File: config.mk
export PLATFORM = sky130hd
export DESIGN_NAME = filt_cfg_top
export DESIGN_NICKNAME = d
export VERILOG_FILES = /design/src/common/filt_cfg_pkg.sv /design/src/logic/filt_cfg_readback.sv /design/src/logic/filt_cfg_stage.sv /design/src/logic/filt_cfg_top.sv /design/src/logic/filt_commit_ctrl.sv
export SDC_FILE = /design/constraint.sdc
export NUM_CORES = 1
export LEC_CHECK = 0
export ABC_AREA = 1
export BUFFER_PORTS_ARGS = -buffer_cell sky130_fd_sc_hd__buf_2
export CAP_MARGIN = 10
export CORE_MARGIN = 2
export CORE_UTILIZATION = 35
export DETAILED_ROUTE_END_ITERATION = 8
export HOLD_SLACK_MARGIN = 0.05
export SLEW_MARGIN = 20
export SYNTH_ARGS = -nofsm -noshare
export SYNTH_HDL_FRONTEND = slang
export SYNTH_HIERARCHICAL = 1
export SYNTH_SLANG_ARGS = --single-unit
File: constraint.sdc
create_clock -name clk_i -period 4.9 [get_ports clk_i]
set_clock_uncertainty 0.2 [all_clocks]
set_input_delay 0.735 -clock clk_i [delete_from_list [all_inputs] [get_ports clk_i]]
set_output_delay 0.735 -clock clk_i [all_outputs]
set_load 0.01 [all_outputs]
File: src/common/filt_cfg_pkg.sv
// Widths are fixed here for every block and register addresses count 32-bit words
package filt_cfg_pkg;

    localparam int L2_AWIDTH  = 15;
    localparam int TRANS_SIZE = 15;
    localparam int CFG_AWIDTH = 5;

    //////////////////////////////
    // Register map
    //////////////////////////////
    localparam logic [CFG_AWIDTH-1:0] REG_TX0_BASE  = 5'h00;
    localparam logic [CFG_AWIDTH-1:0] REG_TX1_BASE  = 5'h05;
    localparam logic [CFG_AWIDTH-1:0] REG_RX_BASE   = 5'h0A;
    localparam logic [CFG_AWIDTH-1:0] REG_AU_CFG    = 5'h0F; // Also ends the rx block
    localparam logic [CFG_AWIDTH-1:0] REG_AU_REG0   = 5'h10;
    localparam logic [CFG_AWIDTH-1:0] REG_AU_REG1   = 5'h11;
    localparam logic [CFG_AWIDTH-1:0] REG_FILT_MODE = 5'h16;
    localparam logic [CFG_AWIDTH-1:0] REG_FILT_CMD  = 5'h17;
    localparam logic [CFG_AWIDTH-1:0] REG_STATUS    = 5'h18;

    // Offsets inside a channel block
    localparam logic [2:0] CH_OFS_ADDR = 3'd0;
    localparam logic [2:0] CH_OFS_CFG  = 3'd1;
    localparam logic [2:0] CH_OFS_LEN0 = 3'd2;
    localparam logic [2:0] CH_OFS_LEN1 = 3'd3;
    localparam logic [2:0] CH_OFS_LEN2 = 3'd4;

    // Channel select codes
    localparam logic [1:0] CH_TX0  = 2'd0;
    localparam logic [1:0] CH_TX1  = 2'd1;
    localparam logic [1:0] CH_RX   = 2'd2;
    localparam logic [1:0] CH_NONE = 2'd3;

    //////////////////////////////
    // Field positions
    //////////////////////////////
    localparam int DSIZE_W         = 2;
    localparam int CH_MODE_W       = 2;
    localparam int CH_DSIZE_LSB    = 0;
    localparam int CH_MODE_LSB     = 8;
    localparam int AU_SIGNED_BIT   = 0;
    localparam int AU_BYPASS_BIT   = 1;
    localparam int AU_MODE_W       = 4;
    localparam int AU_MODE_LSB     = 8;
    localparam int AU_SHIFT_W      = 5;
    localparam int AU_SHIFT_LSB    = 16;
    localparam int FILT_MODE_W     = 4;
    localparam int FILT_MODE_LSB   = 0;
    localparam int CMD_START_BIT   = 0;
    localparam int STATUS_DONE_BIT = 0;

    typedef struct packed {
        logic [L2_AWIDTH-1:0]  start_addr;
        logic [DSIZE_W-1:0]    datasize;
        logic [CH_MODE_W-1:0]  mode;
        logic [TRANS_SIZE-1:0] len0;
        logic [TRANS_SIZE-1:0] len1;
        logic [TRANS_SIZE-1:0] len2;
    } chan_cfg_t;

    typedef struct packed {
        logic                   use_signed;
        logic                   bypass;
        logic [AU_MODE_W-1:0]   mode;
        logic [AU_SHIFT_W-1:0]  shift;
        logic [31:0]            reg0;
        logic [31:0]            reg1;
    } au_cfg_t;

    typedef struct packed {
        chan_cfg_t [1:0]        tx;
        chan_cfg_t              rx;
        au_cfg_t                au;
        logic [FILT_MODE_W-1:0] filter_mode;
    } filt_cfg_t;

    typedef struct packed {
        logic                  valid;
        logic                  rwn;    // 1 read, 0 write
        logic [CFG_AWIDTH-1:0] addr;
        logic [31:0]           wdata;
    } cfg_req_t;

    // Which channel block an address falls in
    function automatic logic [1:0] chan_idx(input logic [CFG_AWIDTH-1:0] addr);
        if (addr < REG_TX1_BASE)
            return CH_TX0;
        else if (addr < REG_RX_BASE)
            return CH_TX1;
        else if (addr < REG_AU_CFG)
            return CH_RX;
        return CH_NONE;
    endfunction

    function automatic logic [2:0] chan_ofs(input logic [CFG_AWIDTH-1:0] addr);
        logic [CFG_AWIDTH-1:0] base;
        if (addr < REG_TX1_BASE)
            base = REG_TX0_BASE;
        else if (addr < REG_RX_BASE)
            base = REG_TX1_BASE;
        else
            base = REG_RX_BASE;
        return 3'(addr - base);
    endfunction

endpackage

File: src/logic/filt_cfg_readback.sv
// Reads answer in the same cycle and the output is zero without an active read
`timescale 1ns/100ps

module filt_cfg_readback (
    input  filt_cfg_pkg::cfg_req_t  cfg_req_i,
    input  filt_cfg_pkg::filt_cfg_t committed_cfg_i,
    input  logic                    done_flag_i,
    output logic [31:0]             cfg_data_o
);

    logic       rd_en;
    logic [2:0] ch_ofs;

    function automatic logic [31:0] chan_rd(
        input filt_cfg_pkg::chan_cfg_t ch,
        input logic [2:0]              ofs
    );
        logic [31:0] word;
        word = '0;
        case (ofs)
            filt_cfg_pkg::CH_OFS_ADDR:
                word[filt_cfg_pkg::L2_AWIDTH-1:0] = ch.start_addr;
            filt_cfg_pkg::CH_OFS_CFG:
            begin
                word[filt_cfg_pkg::CH_DSIZE_LSB +: filt_cfg_pkg::DSIZE_W] = ch.datasize;
                word[filt_cfg_pkg::CH_MODE_LSB +: filt_cfg_pkg::CH_MODE_W] = ch.mode;
            end
            filt_cfg_pkg::CH_OFS_LEN0:
                word[filt_cfg_pkg::TRANS_SIZE-1:0] = ch.len0;
            filt_cfg_pkg::CH_OFS_LEN1:
                word[filt_cfg_pkg::TRANS_SIZE-1:0] = ch.len1;
            filt_cfg_pkg::CH_OFS_LEN2:
                word[filt_cfg_pkg::TRANS_SIZE-1:0] = ch.len2;
            default:
                word = '0;
        endcase
        return word;
    endfunction

    assign rd_en  = cfg_req_i.valid & cfg_req_i.rwn;
    assign ch_ofs = filt_cfg_pkg::chan_ofs(cfg_req_i.addr);

    always_comb
    begin
        cfg_data_o = '0;
        if (rd_en)
        begin
            case (filt_cfg_pkg::chan_idx(cfg_req_i.addr))
                filt_cfg_pkg::CH_TX0:
                    cfg_data_o = chan_rd(committed_cfg_i.tx[0], ch_ofs);
                filt_cfg_pkg::CH_TX1:
                    cfg_data_o = chan_rd(committed_cfg_i.tx[1], ch_ofs);
                filt_cfg_pkg::CH_RX:
                    cfg_data_o = chan_rd(committed_cfg_i.rx, ch_ofs);
                default:
                begin
                    case (cfg_req_i.addr)
                        filt_cfg_pkg::REG_AU_CFG:
                        begin
                            cfg_data_o[filt_cfg_pkg::AU_SIGNED_BIT] =
                                committed_cfg_i.au.use_signed;
                            cfg_data_o[filt_cfg_pkg::AU_BYPASS_BIT] =
                                committed_cfg_i.au.bypass;
                            cfg_data_o[filt_cfg_pkg::AU_MODE_LSB +: filt_cfg_pkg::AU_MODE_W] =
                                committed_cfg_i.au.mode;
                            cfg_data_o[filt_cfg_pkg::AU_SHIFT_LSB +: filt_cfg_pkg::AU_SHIFT_W] =
                                committed_cfg_i.au.shift;
                        end
                        filt_cfg_pkg::REG_AU_REG0:
                            cfg_data_o = committed_cfg_i.au.reg0;
                        filt_cfg_pkg::REG_AU_REG1:
                            cfg_data_o = committed_cfg_i.au.reg1;
                        filt_cfg_pkg::REG_FILT_MODE:
                            cfg_data_o[filt_cfg_pkg::FILT_MODE_LSB +: filt_cfg_pkg::FILT_MODE_W] =
                                committed_cfg_i.filter_mode;
                        filt_cfg_pkg::REG_STATUS:
                            cfg_data_o[filt_cfg_pkg::STATUS_DONE_BIT] = done_flag_i;
                        default:
                            cfg_data_o = '0; // Cmd and unmapped words
                    endcase
                end
            endcase
        end
    end

endmodule

File: src/logic/filt_cfg_stage.sv
// Command writes must come at least two bus cycles apart and 0x12 to 0x15 ignore writes
`timescale 1ns/100ps

module filt_cfg_stage (
    input  logic                   clk_i,
    input  logic                   rstn_i,
    input  filt_cfg_pkg::cfg_req_t cfg_req_i,
    input  logic                   filter_done_i,
    output filt_cfg_pkg::filt_cfg_t staged_cfg_o,
    output logic                   start_req_o,
    output logic                   done_flag_o
);

    filt_cfg_pkg::filt_cfg_t staged_q;
    filt_cfg_pkg::filt_cfg_t staged_d;
    logic                    wr_en;
    logic [2:0]              ch_ofs;
    logic                    cmd_start;
    logic                    status_clr;
    logic                    start_req_q;
    logic                    done_q;

    // One register of a channel block
    function automatic filt_cfg_pkg::chan_cfg_t chan_wr(
        input filt_cfg_pkg::chan_cfg_t cur,
        input logic [2:0]              ofs,
        input logic [31:0]             data
    );
        filt_cfg_pkg::chan_cfg_t nxt;
        nxt = cur;
        case (ofs)
            filt_cfg_pkg::CH_OFS_ADDR:
                nxt.start_addr = data[filt_cfg_pkg::L2_AWIDTH-1:0];
            filt_cfg_pkg::CH_OFS_CFG:
            begin
                nxt.datasize = data[filt_cfg_pkg::CH_DSIZE_LSB +: filt_cfg_pkg::DSIZE_W];
                nxt.mode     = data[filt_cfg_pkg::CH_MODE_LSB +: filt_cfg_pkg::CH_MODE_W];
            end
            filt_cfg_pkg::CH_OFS_LEN0:
                nxt.len0 = data[filt_cfg_pkg::TRANS_SIZE-1:0];
            filt_cfg_pkg::CH_OFS_LEN1:
                nxt.len1 = data[filt_cfg_pkg::TRANS_SIZE-1:0];
            filt_cfg_pkg::CH_OFS_LEN2:
                nxt.len2 = data[filt_cfg_pkg::TRANS_SIZE-1:0];
            default:
                nxt = cur;
        endcase
        return nxt;
    endfunction

    assign wr_en  = cfg_req_i.valid & ~cfg_req_i.rwn;
    assign ch_ofs = filt_cfg_pkg::chan_ofs(cfg_req_i.addr);

    assign cmd_start  = wr_en && (cfg_req_i.addr == filt_cfg_pkg::REG_FILT_CMD)
                        && cfg_req_i.wdata[filt_cfg_pkg::CMD_START_BIT];
    assign status_clr = wr_en && (cfg_req_i.addr == filt_cfg_pkg::REG_STATUS)
                        && cfg_req_i.wdata[filt_cfg_pkg::STATUS_DONE_BIT];

    //////////////////////////////
    // Write decode
    //////////////////////////////
    always_comb
    begin
        staged_d = staged_q;
        if (wr_en)
        begin
            case (filt_cfg_pkg::chan_idx(cfg_req_i.addr))
                filt_cfg_pkg::CH_TX0:
                    staged_d.tx[0] = chan_wr(staged_q.tx[0], ch_ofs, cfg_req_i.wdata);
                filt_cfg_pkg::CH_TX1:
                    staged_d.tx[1] = chan_wr(staged_q.tx[1], ch_ofs, cfg_req_i.wdata);
                filt_cfg_pkg::CH_RX:
                    staged_d.rx = chan_wr(staged_q.rx, ch_ofs, cfg_req_i.wdata);
                default:
                begin
                    case (cfg_req_i.addr)
                        filt_cfg_pkg::REG_AU_CFG:
                        begin
                            staged_d.au.use_signed =
                                cfg_req_i.wdata[filt_cfg_pkg::AU_SIGNED_BIT];
                            staged_d.au.bypass =
                                cfg_req_i.wdata[filt_cfg_pkg::AU_BYPASS_BIT];
                            staged_d.au.mode =
                                cfg_req_i.wdata[filt_cfg_pkg::AU_MODE_LSB +: filt_cfg_pkg::AU_MODE_W];
                            staged_d.au.shift =
                                cfg_req_i.wdata[filt_cfg_pkg::AU_SHIFT_LSB +: filt_cfg_pkg::AU_SHIFT_W];
                        end
                        filt_cfg_pkg::REG_AU_REG0:
                            staged_d.au.reg0 = cfg_req_i.wdata;
                        filt_cfg_pkg::REG_AU_REG1:
                            staged_d.au.reg1 = cfg_req_i.wdata;
                        filt_cfg_pkg::REG_FILT_MODE:
                            staged_d.filter_mode = cfg_req_i.wdata[
                                filt_cfg_pkg::FILT_MODE_LSB +: filt_cfg_pkg::FILT_MODE_W];
                        default:
                            staged_d = staged_q; // Cmd, status and holes
                    endcase
                end
            endcase
        end
    end

    always_ff @(posedge clk_i, negedge rstn_i)
    begin
        if (!rstn_i)
        begin
            staged_q    <= '0;
            start_req_q <= 1'b0;
            done_q      <= 1'b0;
        end
        else
        begin
            staged_q    <= staged_d;
            start_req_q <= cmd_start;
            if (status_clr)
                done_q <= 1'b0;         // Clear beats a same-edge done
            else if (filter_done_i)
                done_q <= 1'b1;
        end
    end

    assign staged_cfg_o = staged_q;
    assign start_req_o  = start_req_q;
    assign done_flag_o  = done_q;

    a_start_req_single: assert property (@(posedge clk_i) disable iff (!rstn_i)
        start_req_o |=> !start_req_o)
        else $error("start request held for two cycles");

endmodule

File: src/logic/filt_cfg_top.sv
// Register accesses complete in their own cycle and there is no back-pressure
`timescale 1ns/100ps

module filt_cfg_top (
    input  logic                    clk_i,
    input  logic                    rstn_i,
    input  filt_cfg_pkg::cfg_req_t  cfg_req_i,
    input  logic                    filter_done_i,
    output logic [31:0]             cfg_data_o,
    output filt_cfg_pkg::filt_cfg_t cfg_o,
    output logic                    start_o
);

    filt_cfg_pkg::filt_cfg_t staged_cfg;
    filt_cfg_pkg::filt_cfg_t committed_cfg;
    logic                    start_req;
    logic                    done_flag;

    //////////////////////////////
    // Staging registers
    //////////////////////////////
    filt_cfg_stage u_stage (
        .clk_i         (clk_i),
        .rstn_i        (rstn_i),
        .cfg_req_i     (cfg_req_i),
        .filter_done_i (filter_done_i),
        .staged_cfg_o  (staged_cfg),
        .start_req_o   (start_req),
        .done_flag_o   (done_flag)
    );

    //////////////////////////////
    // Commit and launch
    //////////////////////////////
    filt_commit_ctrl u_commit (
        .clk_i           (clk_i),
        .rstn_i          (rstn_i),
        .staged_cfg_i    (staged_cfg),
        .start_req_i     (start_req),
        .filter_done_i   (filter_done_i),
        .committed_cfg_o (committed_cfg),
        .start_o         (start_o)
    );

    filt_cfg_readback u_readback (
        .cfg_req_i       (cfg_req_i),
        .committed_cfg_i (committed_cfg),
        .done_flag_i     (done_flag),
        .cfg_data_o      (cfg_data_o)
    );

    assign cfg_o = committed_cfg; // Filter sees only the committed set

endmodule

File: src/logic/filt_commit_ctrl.sv
// Holds at most one pending run request and launches it on the next filter done pulse
`timescale 1ns/100ps

module filt_commit_ctrl (
    input  logic                    clk_i,
    input  logic                    rstn_i,
    input  filt_cfg_pkg::filt_cfg_t staged_cfg_i,
    input  logic                    start_req_i,
    input  logic                    filter_done_i,
    output filt_cfg_pkg::filt_cfg_t committed_cfg_o,
    output logic                    start_o
);

    localparam logic [1:0] ST_IDLE   = 2'd0;
    localparam logic [1:0] ST_SAMPLE = 2'd1;
    localparam logic [1:0] ST_BUSY   = 2'd2;

    logic [1:0]              state_q;
    logic [1:0]              state_d;
    logic                    pending_q;
    logic                    pending_d;
    logic                    commit;
    filt_cfg_pkg::filt_cfg_t committed_q;

    //////////////////////////////
    // Run control
    //////////////////////////////
    always_comb
    begin
        state_d   = state_q;
        pending_d = pending_q;
        commit    = 1'b0;
        case (state_q)
            ST_IDLE:
            begin
                if (start_req_i)
                begin
                    commit  = 1'b1;
                    state_d = ST_SAMPLE;
                end
            end
            ST_SAMPLE:
            begin
                state_d = ST_BUSY;
                if (start_req_i)
                    pending_d = 1'b1; // Queued behind the run just launched
            end
            ST_BUSY:
            begin
                if (filter_done_i && (start_req_i || pending_q))
                begin
                    commit    = 1'b1;
                    pending_d = 1'b0;
                    state_d   = ST_SAMPLE;
                end
                else if (filter_done_i)
                begin
                    state_d = ST_IDLE;
                end
                else if (start_req_i)
                begin
                    pending_d = 1'b1;
                end
            end
            default:
                state_d = ST_IDLE;
        endcase
    end

    always_ff @(posedge clk_i, negedge rstn_i)
    begin
        if (!rstn_i)
        begin
            state_q     <= ST_IDLE;
            pending_q   <= 1'b0;
            committed_q <= '0;
        end
        else
        begin
            state_q   <= state_d;
            pending_q <= pending_d;
            if (commit)
                committed_q <= staged_cfg_i;
        end
    end

    assign start_o         = (state_q == ST_SAMPLE);
    assign committed_cfg_o = committed_q;

    // Idle never holds a queued run
    a_idle_no_pending: assert property (@(posedge clk_i) disable iff (!rstn_i)
        (state_q == ST_IDLE) |-> !pending_q)
        else $error("pending request left behind in idle");

    // Running filter must never see its setup move
    a_commit_only: assert property (@(posedge clk_i) disable iff (!rstn_i)
        $changed(committed_q) |-> start_o)
        else $error("committed set changed outside a commit");

endmodule

==> results of run 1 <==
==> worst paths after layout <==
kind / to / slack, ns
max: cfg_data_o[5] / 0.12
min: u_stage/staged_cfg_o[29] / 0.19
max reg2reg: u_commit/committed_cfg_o[147] / 2.01
min reg2reg: u_stage/staged_cfg_o[212] / 0.27
max in group asynchronous: u_commit/committed_cfg_o[73] / 2.76
min in group asynchronous: u_stage/staged_cfg_o[90] / 0.59
==> stage by stage <==
stage	power [mW]	TNS (ns)	utilization (%)	area [um2]	cells
2_1_floorplan	7.065	0	-	24790	2984
3_3_place_gp	8.473	0	39.09	27370	4093
3_5_place_dp	8.511	0	39.09	27370	4093
4_1_cts	12.91	0	41.78	29260	4200
5_1_grt	13.42	-0.01477	41.86	29310	4201
6_report	12.87	0	41.86	29310	4201
==> per-layer routing <==
metal	vias to the layer above	share of wire (%)
li1	10410	-
met5	-	0
met1	11280	42
met3	212	8.8
met4	0	5.0
met2	1156	44
==> worst max-delay path, delay by kind of cell <==
| kind | cells | cell delay (ns) |
|---|---|---|
| simple gates | 9 | 0.99 |
| buf+inv | 7 | 0.93 |
| fa+ha+maj | 2 | 0.61 |
| compound gates | 2 | 0.33 |
| xor+xnor | 1 | 0.22 |
==> layout make-up <==
| type | instances | area (um2) |
|---|---|---|
| clock inverters | 15 | 161.4 |
| fillers | 7104 | 40720 |
| well taps | 940 | 1176 |
| inverters | 71 | 266.5 |
| multi-input cells | 2119 | 9777 |
| repair buffers | 418 | 2527 |
| flip-flops and latches | 547 | 13690 |
| clock buffers | 91 | 1715 |
==> flip-flops by register name (all words and copies together), names as in the netlist <==
register	flops
u_stage/start_req_o	1
u_commit/state_q	2
u_stage/done_flag_o	1
u_stage/staged_cfg_o	271
u_commit/committed_cfg_o	271
u_commit/pending_q	1
==> kinds of logic (layout without fill, tap and decap cells) <==
family	count (synthesis)	count (layout)	synth area share, %
AOI/OAI and AO/OA	214	214	4.507
DFF	547	547	55.22
buffers and inverters	318	595	5.683
and+or+nand+nor	1899	1899	34.26
xor gates and xnor gates	2	2	0.07067
adders and majority gates	4	4	0.2624
==> power groups by stage <==
stage | combinational, mW | sequential [mW] | clock (mW)
2_1_floorplan | 1.05 | 6.01 | 0
5_1_grt | 2.44 | 6.32 | 4.65
3_5_place_dp | 2.19 | 6.32 | 0
4_1_cts | 2.20 | 6.24 | 4.46
3_3_place_gp | 2.15 | 6.33 | 0
6_report | 2.21 | 6.28 | 4.39
==> cells in the final DEF (no fill, tap or decap), types with 3 or more instances in the layout <==
master / count
buf_4: 52
a22o_1: 7
nor2_1: 51
inv_6: 5
o21bai_1: 4
a31oi_1: 3
nand3_2: 7
dfrtp_1: 547
buf_12: 17
nand3_4: 3
inv_1: 60
clkbuf_8: 14
nand2_2: 6
nand2_1: 1013
clkbuf_1: 19
nor2_4: 8
nand4_2: 4
o21ai_0: 145
inv_2: 11
buf_2: 344
nor2_2: 10
o21ai_1: 38
clkbuf_16: 58
nor3_1: 5
nand4_1: 114
a21oi_1: 12
nand3_1: 671
clkinv_2: 5
==> repair_timing <==
item	4_1_cts	5_1_grt
hold buffers	1	0
endpoints found under the setup margin	0	15
hold endpoints to repair	27	0
resized for setup	0	6
==> run metrics, run 1 <==
run status=finished, final reports clean; mean cell area of the mapped netlist=8.308 um2; post-synth top area share=55.22%; maximum operating frequency=209.2 MHz; Routed WL=99.92 mm; cell-internal power=8.619 mW; required arrival time at the worst endpoint=3.96 ns; router iterations before antenna repair=7; maximum root-to-sink buffer count=3; worst hold stages=3; initial antenna violation count=0; GRT Residual Overflow=0; Max Transition Viols Final=0; global routing's busiest layer=met2; met3 track demand over resource=5.805%; worst rel slew slack=24.23%; dominant cell by count in the synthesized netlist=nand2_1; total number of vias=23050; count of nets left with antenna violations after detail routing=0; HPWL after detailed placement=67.16 mm; number of endpoints failing setup at the final stage=0; worst setup path class=input pin to output pin; net count after synthesis=3030; min-delay src=cfg_req_i[25]; worst voltage drop across the vdd grid=0.2453 mV; tightest hold margin=0.1926 ns; TritonCTS Sinks=547; number of warnings reported in the yosys synthesis log=6; worst skew pair latency=0.63 ns; cell with the largest stage delay on the worst path=fa_1; Std-Cell Core Area=0.07003 mm2; TritonCTS clock tree=yes; final hold violation count=0; total number of H-tree levels=2; num rows=97; cell area after synthesis=0.02479 mm2; transition time at the pin with the least slew margin=1.136 ns; Gate Count Post-Synth=2984; CTS clk-pin slew, worst paths=0.06 ns; delay of the slowest critical-path stage=0.41 ns; post-layout min period=4.780 ns; layout-stage area growth over the synthesis result=18.24%; count of state elements after synthesis=547; Setup crit start=cfg_req_i[33]; fraction of power spent switching nets=33.04%; die boundary width=270.1 um; ordered cell list for the critical path=buf_2 -> o21ai_1 -> nand2_2 -> nand2_1 -> inv_1 -> ha_1 -> fa_1 -> xnor2_2 -> nand3_2 -> nand2_2 -> inv_2 -> buf_12 -> buf_4 -> nand3_1 -> nand2_1 -> o21ai_1 -> nand2_1 -> nor2_1 -> buf_4 -> nor2_1 -> buf_2; data arrival time of the critical path=3.85 ns; count of antenna diodes in the layout=0; count of pins on the block boundary=346; # nets final=3261; max-capacitance violation count=0; gp weighted congestion=0.9518; global-route met1 utilization=37.52%; relative contribution of combinational cells to total power=17.1%; r2r worst-path depth=6; number of distinct library cells after synthesis=35; Die Outline Area=0.07297 mm2; fraction of the yosys area taken by sequential cells=55.22%; routed wire length per instance=23.79 um; fraction of power consumed by the clock network=34.1%; sequential share of power=48.8%; Tightest Hold Check Type=input pin to register; ratio of total power to cell area=439.1 mW/mm2; DRC violation count after routing=0; cell type contributing the most total cell area after synthesis=dfrtp_1; chip height=270.1 um; wire length of the first global-routing pass=147.5 mm; effective utilization at floorplan=35.40%; share of flip-flops with an asynchronous set or reset=100.0%; FF-to-FF Start=u_commit/state_q[1]; number of CTS-inserted buffers=58; post-CTS setup repair buffer count=0; main area contributors after synthesis=dfrtp_1, nand2_1, nand3_1; commonest register cell after synthesis=dfrtp_1; kind of capture point of the worst setup path=output pin; top cells by count, synth=nand2_1, nand3_1, dfrtp_1; overall routing resource usage=26.78%; type of origin of the critical path=input pin; count of flip-flops with a built-in enable after synthesis=0; crit path setup slack, layout=0.1197 ns; number of global-route vias before repair=21300; crit share post-route=97.56%; pre-CTS worst setup slack=0.1101 ns; leakage power=16.21 nW; vias per cell=5.487; dominant cell type by count on the critical path=nand2_1; routing usage on met2=39.58%; Starting DRT DRC Count=3238; pin count of the biggest net entering global routing=181; P_sw=4.252 mW; number of buffer cells added on primary ports=345; Crit Path Max Fanout=24; Clk Tree Root Cell=clkbuf_16; layout cells sized above 1=17.23%
No activity file was read; power rests on OpenSTA's default activity.
==> run 2, diff against run 1 <==
ABC_AREA = 0   (was 1)
==> run 2 against run 1 <==
Combinational power fell by 50%. First-iteration DRC count fell by 69%. Power fell by 15%. Critical path type unchanged.
==> run metrics, run 2 <==
router iterations before antenna repair=5 (-2); RSZ-0062 raised after global routing=false; commonest non-fill, non-tap cell in the layout=dfrtp_1; number of buffer cells added on primary ports=345 (unchanged); worst setup path class=input pin to output pin; count of flip-flops with a built-in enable after synthesis=0 (unchanged); Crit Path Max Fanout=10 (-58%); fraction of power spent switching nets=24.37% (-8.7 points); die boundary width=265.8 um (-1.6%); final instance area=0.02893 mm2 (-1.3%); relative contribution of combinational cells to total power=10.1% (-7.0 points); share of flip-flops with an asynchronous set or reset=100.0% (unchanged); ratio of total power to cell area=376.3 mW/mm2 (-14%); wire length of the first global-routing pass=107.6 mm (-27%); run status=finished, final reports clean; Std-Cell Core Area=0.06751 mm2 (-3.6%); number of CTS-inserted buffers=59 (+1.7%); leakage power=14.85 nW (-8.4%); Tightest Hold Check Type=input pin to register; number of endpoints failing setup at the final stage=0 (unchanged); Clk Tree Root Cell=clkbuf_16; Gate Count Post-Synth=1612 (-46%); maximum operating frequency=212.0 MHz (+1.4%); top library cells by usage in the layout, fill and taps aside=dfrtp_1, mux2_2, buf_2, mux2_4, mux2_1; Design Power=10.89 mW (-15%); required arrival time at the worst endpoint=3.96 ns (about the same); GRT Residual Overflow=0 (unchanged); HPWL after detailed placement=51.62 mm (-23%); cell area after synthesis=0.02399 mm2 (-3.2%); data arrival time of the critical path=3.78 ns (-0.07 ns); number of distinct library cells after synthesis=72 (+110%); pin count of the biggest net entering global routing=120 (-34%); commonest register cell after synthesis=dfrtp_1; P_sw=2.654 mW (-38%); effective utilization at floorplan=35.54% (+0.14 points); main area contributors after synthesis=dfrtp_1, mux2_2, mux2_4; net count after synthesis=1658 (-45%); crit share post-route=96.25% (-1.3 points); Die Outline Area=0.07067 mm2 (-3.2%); ordered cell list for the critical path=buf_2 -> or2_1 -> mux2_2 -> nor2_4 -> ha_4 -> fa_2 -> buf_12 -> mux4_2 -> nand3_1 -> o21ai_0 -> a2111oi_0 -> buf_4 -> nor3_1 -> buf_4 -> buf_2; type of origin of the critical path=input pin; Post-Place Cell Area=0.02683 mm2 (-2.0%); layout cells sized above 1=50.59% (+33 points); overall routing resource usage=20.36% (-6.4 points); initial antenna violation count=2 (+2); TritonCTS clock tree=yes; count of state elements after synthesis=547 (unchanged); multi-input gate area in the final layout=0.009592 mm2 (-1.9%); post-synth top area share=57.05% (+1.8 points); dominant cell by count in the synthesized netlist=dfrtp_1; delay of the slowest critical-path stage=0.48 ns (+0.07 ns); tightest hold margin=0.1611 ns (-0.03148 ns); mean cell area of the mapped netlist=14.88 um2 (+79%); # nets final=2031 (-38%); Max Transition Viols Final=0 (unchanged); Placed Cells=2795 (-32%); post-layout min period=4.716 ns (-0.06420 ns); sequential share of power=47.5% (-1.3 points); worst skew pair latency=0.62 ns (about the same); Reg area=0.01369 mm2 (unchanged); count of pins on the block boundary=346 (unchanged); final hold violation count=0 (unchanged); maximum root-to-sink buffer count=3 (unchanged); number of global-route vias before repair=15910 (-25%); worst rel slew slack=30.29% (+6.1 points); cell-internal power=8.235 mW (-4.5%); count of nets left with antenna violations after detail routing=0 (unchanged); layout-stage area growth over the synthesis result=20.59%; total number of vias=15060 (-35%); transition time at the pin with the least slew margin=1.042 ns (-0.09450 ns); Filler Cells Inserted=6197 (-13%); gp weighted congestion=0.8696 (-8.6%); number of warnings reported in the yosys synthesis log=6 (unchanged); CTS clk-pin slew, worst paths=0.06 ns (about the same); kind of capture point of the worst setup path=output pin; routed wire length per instance=24.98 um (+5.0%); TritonCTS Sinks=547 (unchanged); fraction of the yosys area taken by sequential cells=57.05% (+1.8 points); chip height=265.8 um (-1.6%); cell type contributing the most total cell area after synthesis=dfrtp_1; count of non-filler cells in the finished layout=2905 (-31%); top cells by count, synth=dfrtp_1, mux2_2, mux2_4; cell with the largest stage delay on the worst path=fa_2; vias per cell=5.186 (-5.5%); Starting DRT DRC Count=1004 (-69%); total number of H-tree levels=2 (unchanged); fraction of power consumed by the clock network=42.4% (+8.3 points); Routed WL=72.57 mm (-27%); num rows=95 (-2.1%); worst voltage drop across the vdd grid=0.2702 mV (+10%); DRC violation count after routing=0 (unchanged); max-capacitance violation count=0 (unchanged)
==> run 2: final cells by class <==
class	count	share of cell area, %
Sequential cell	547	47.31
Multi-Input combinational cell	947	33.15
Timing Repair Buffer	420	8.545
Clock buffer	90	6.201
Tap cell	873	3.775
Clock inverter	16	0.8735
Inverter	10	0.1297
Antenna cell	2	0.01730
==> run 2: critical path, delay by kind of cell <==
| kind | cells | cell delay (ns) |
|---|---|---|
| AO/OA/AOI/OAI | 2 | 0.46 |
| adder cells (fa/ha/maj) | 2 | 0.62 |
| buffers and inverters | 5 | 0.79 |
| multiplexers | 2 | 0.64 |
| AND/OR/NAND/NOR | 4 | 0.53 |
==> run 2: logic make-up (layout without fill, tap and decap cells) <==
family,Yosys count,count (layout),synth area share (%)
muxes,647,647,31.68
DFF,547,547,57.05
buffers and inverters,118,536,3.202
xor gates and xnor gates,2,2,0.1512
and+or+nand+nor,167,167,3.947
adders and majority gates,4,4,0.2711
other,0,2,0
AOI/OAI and AO/OA,127,127,3.702
==> run 2: power groups by stage <==
stage / logic [mW] / clock network (mW) / registers (mW)
final: 1.10 / 4.62 / 5.17
after floorplan: 0.645 / 0 / 5.20
after global placement: 1.06 / 0 / 5.22
after global routing: 1.19 / 4.94 / 5.22
after detailed placement: 1.10 / 0 / 5.25
after CTS: 1.11 / 4.76 / 5.17
==> run 2: metal layers <==
metal  vias up  wire (um)  GRT usage (%)
li1       6585          -              -
met1      7978      32710          27.87
met2       407      33920          32.55
met5         -          0              0
met4         0       1823          6.089
met3        94       4117          4.279
==> run 2: per-stage QoR <==
stage          setup TNS, ns  utilization [%]  setup slack [ns]
6_report                   0            42.86            0.1839
3_5_place_dp         -0.1242            39.75           -0.1242
3_3_place_gp       -0.006374            39.75         -0.006374
2_1_floorplan              0                -            0.2106
4_1_cts                    0            42.79          0.005635
5_1_grt                    0            42.85          0.002716
==> run 2: what timing repair did <==
| item | 4_1_cts | 5_1_grt |
|---|---|---|
| resized for setup | 1 | 8 |
| buffers inserted | 0 | 1 |
| hold endpoints to repair | 59 | 0 |
| pin swaps | 0 | 1 |
| endpoints found under the setup margin | 1 | 11 |
| hold buffers | 1 | 0 |
==> run 2: final timing paths <==
kind	startpoint	to	slack, ns	depth (start not counted)
max	cfg_req_i[33]	cfg_data_o[1]	0.18	15
min	cfg_req_i[22]	u_stage/staged_cfg_o[26]	0.16	2
max reg2reg	u_commit/state_q[1]	u_commit/committed_cfg_o[17]	2.24	5
min reg2reg	u_stage/staged_cfg_o[84]	u_stage/staged_cfg_o[84]	0.28	1
max in group asynchronous	rstn_i	u_commit/committed_cfg_o[94]	2.74	3
min in group asynchronous	rstn_i	u_stage/staged_cfg_o[229]	0.56	2
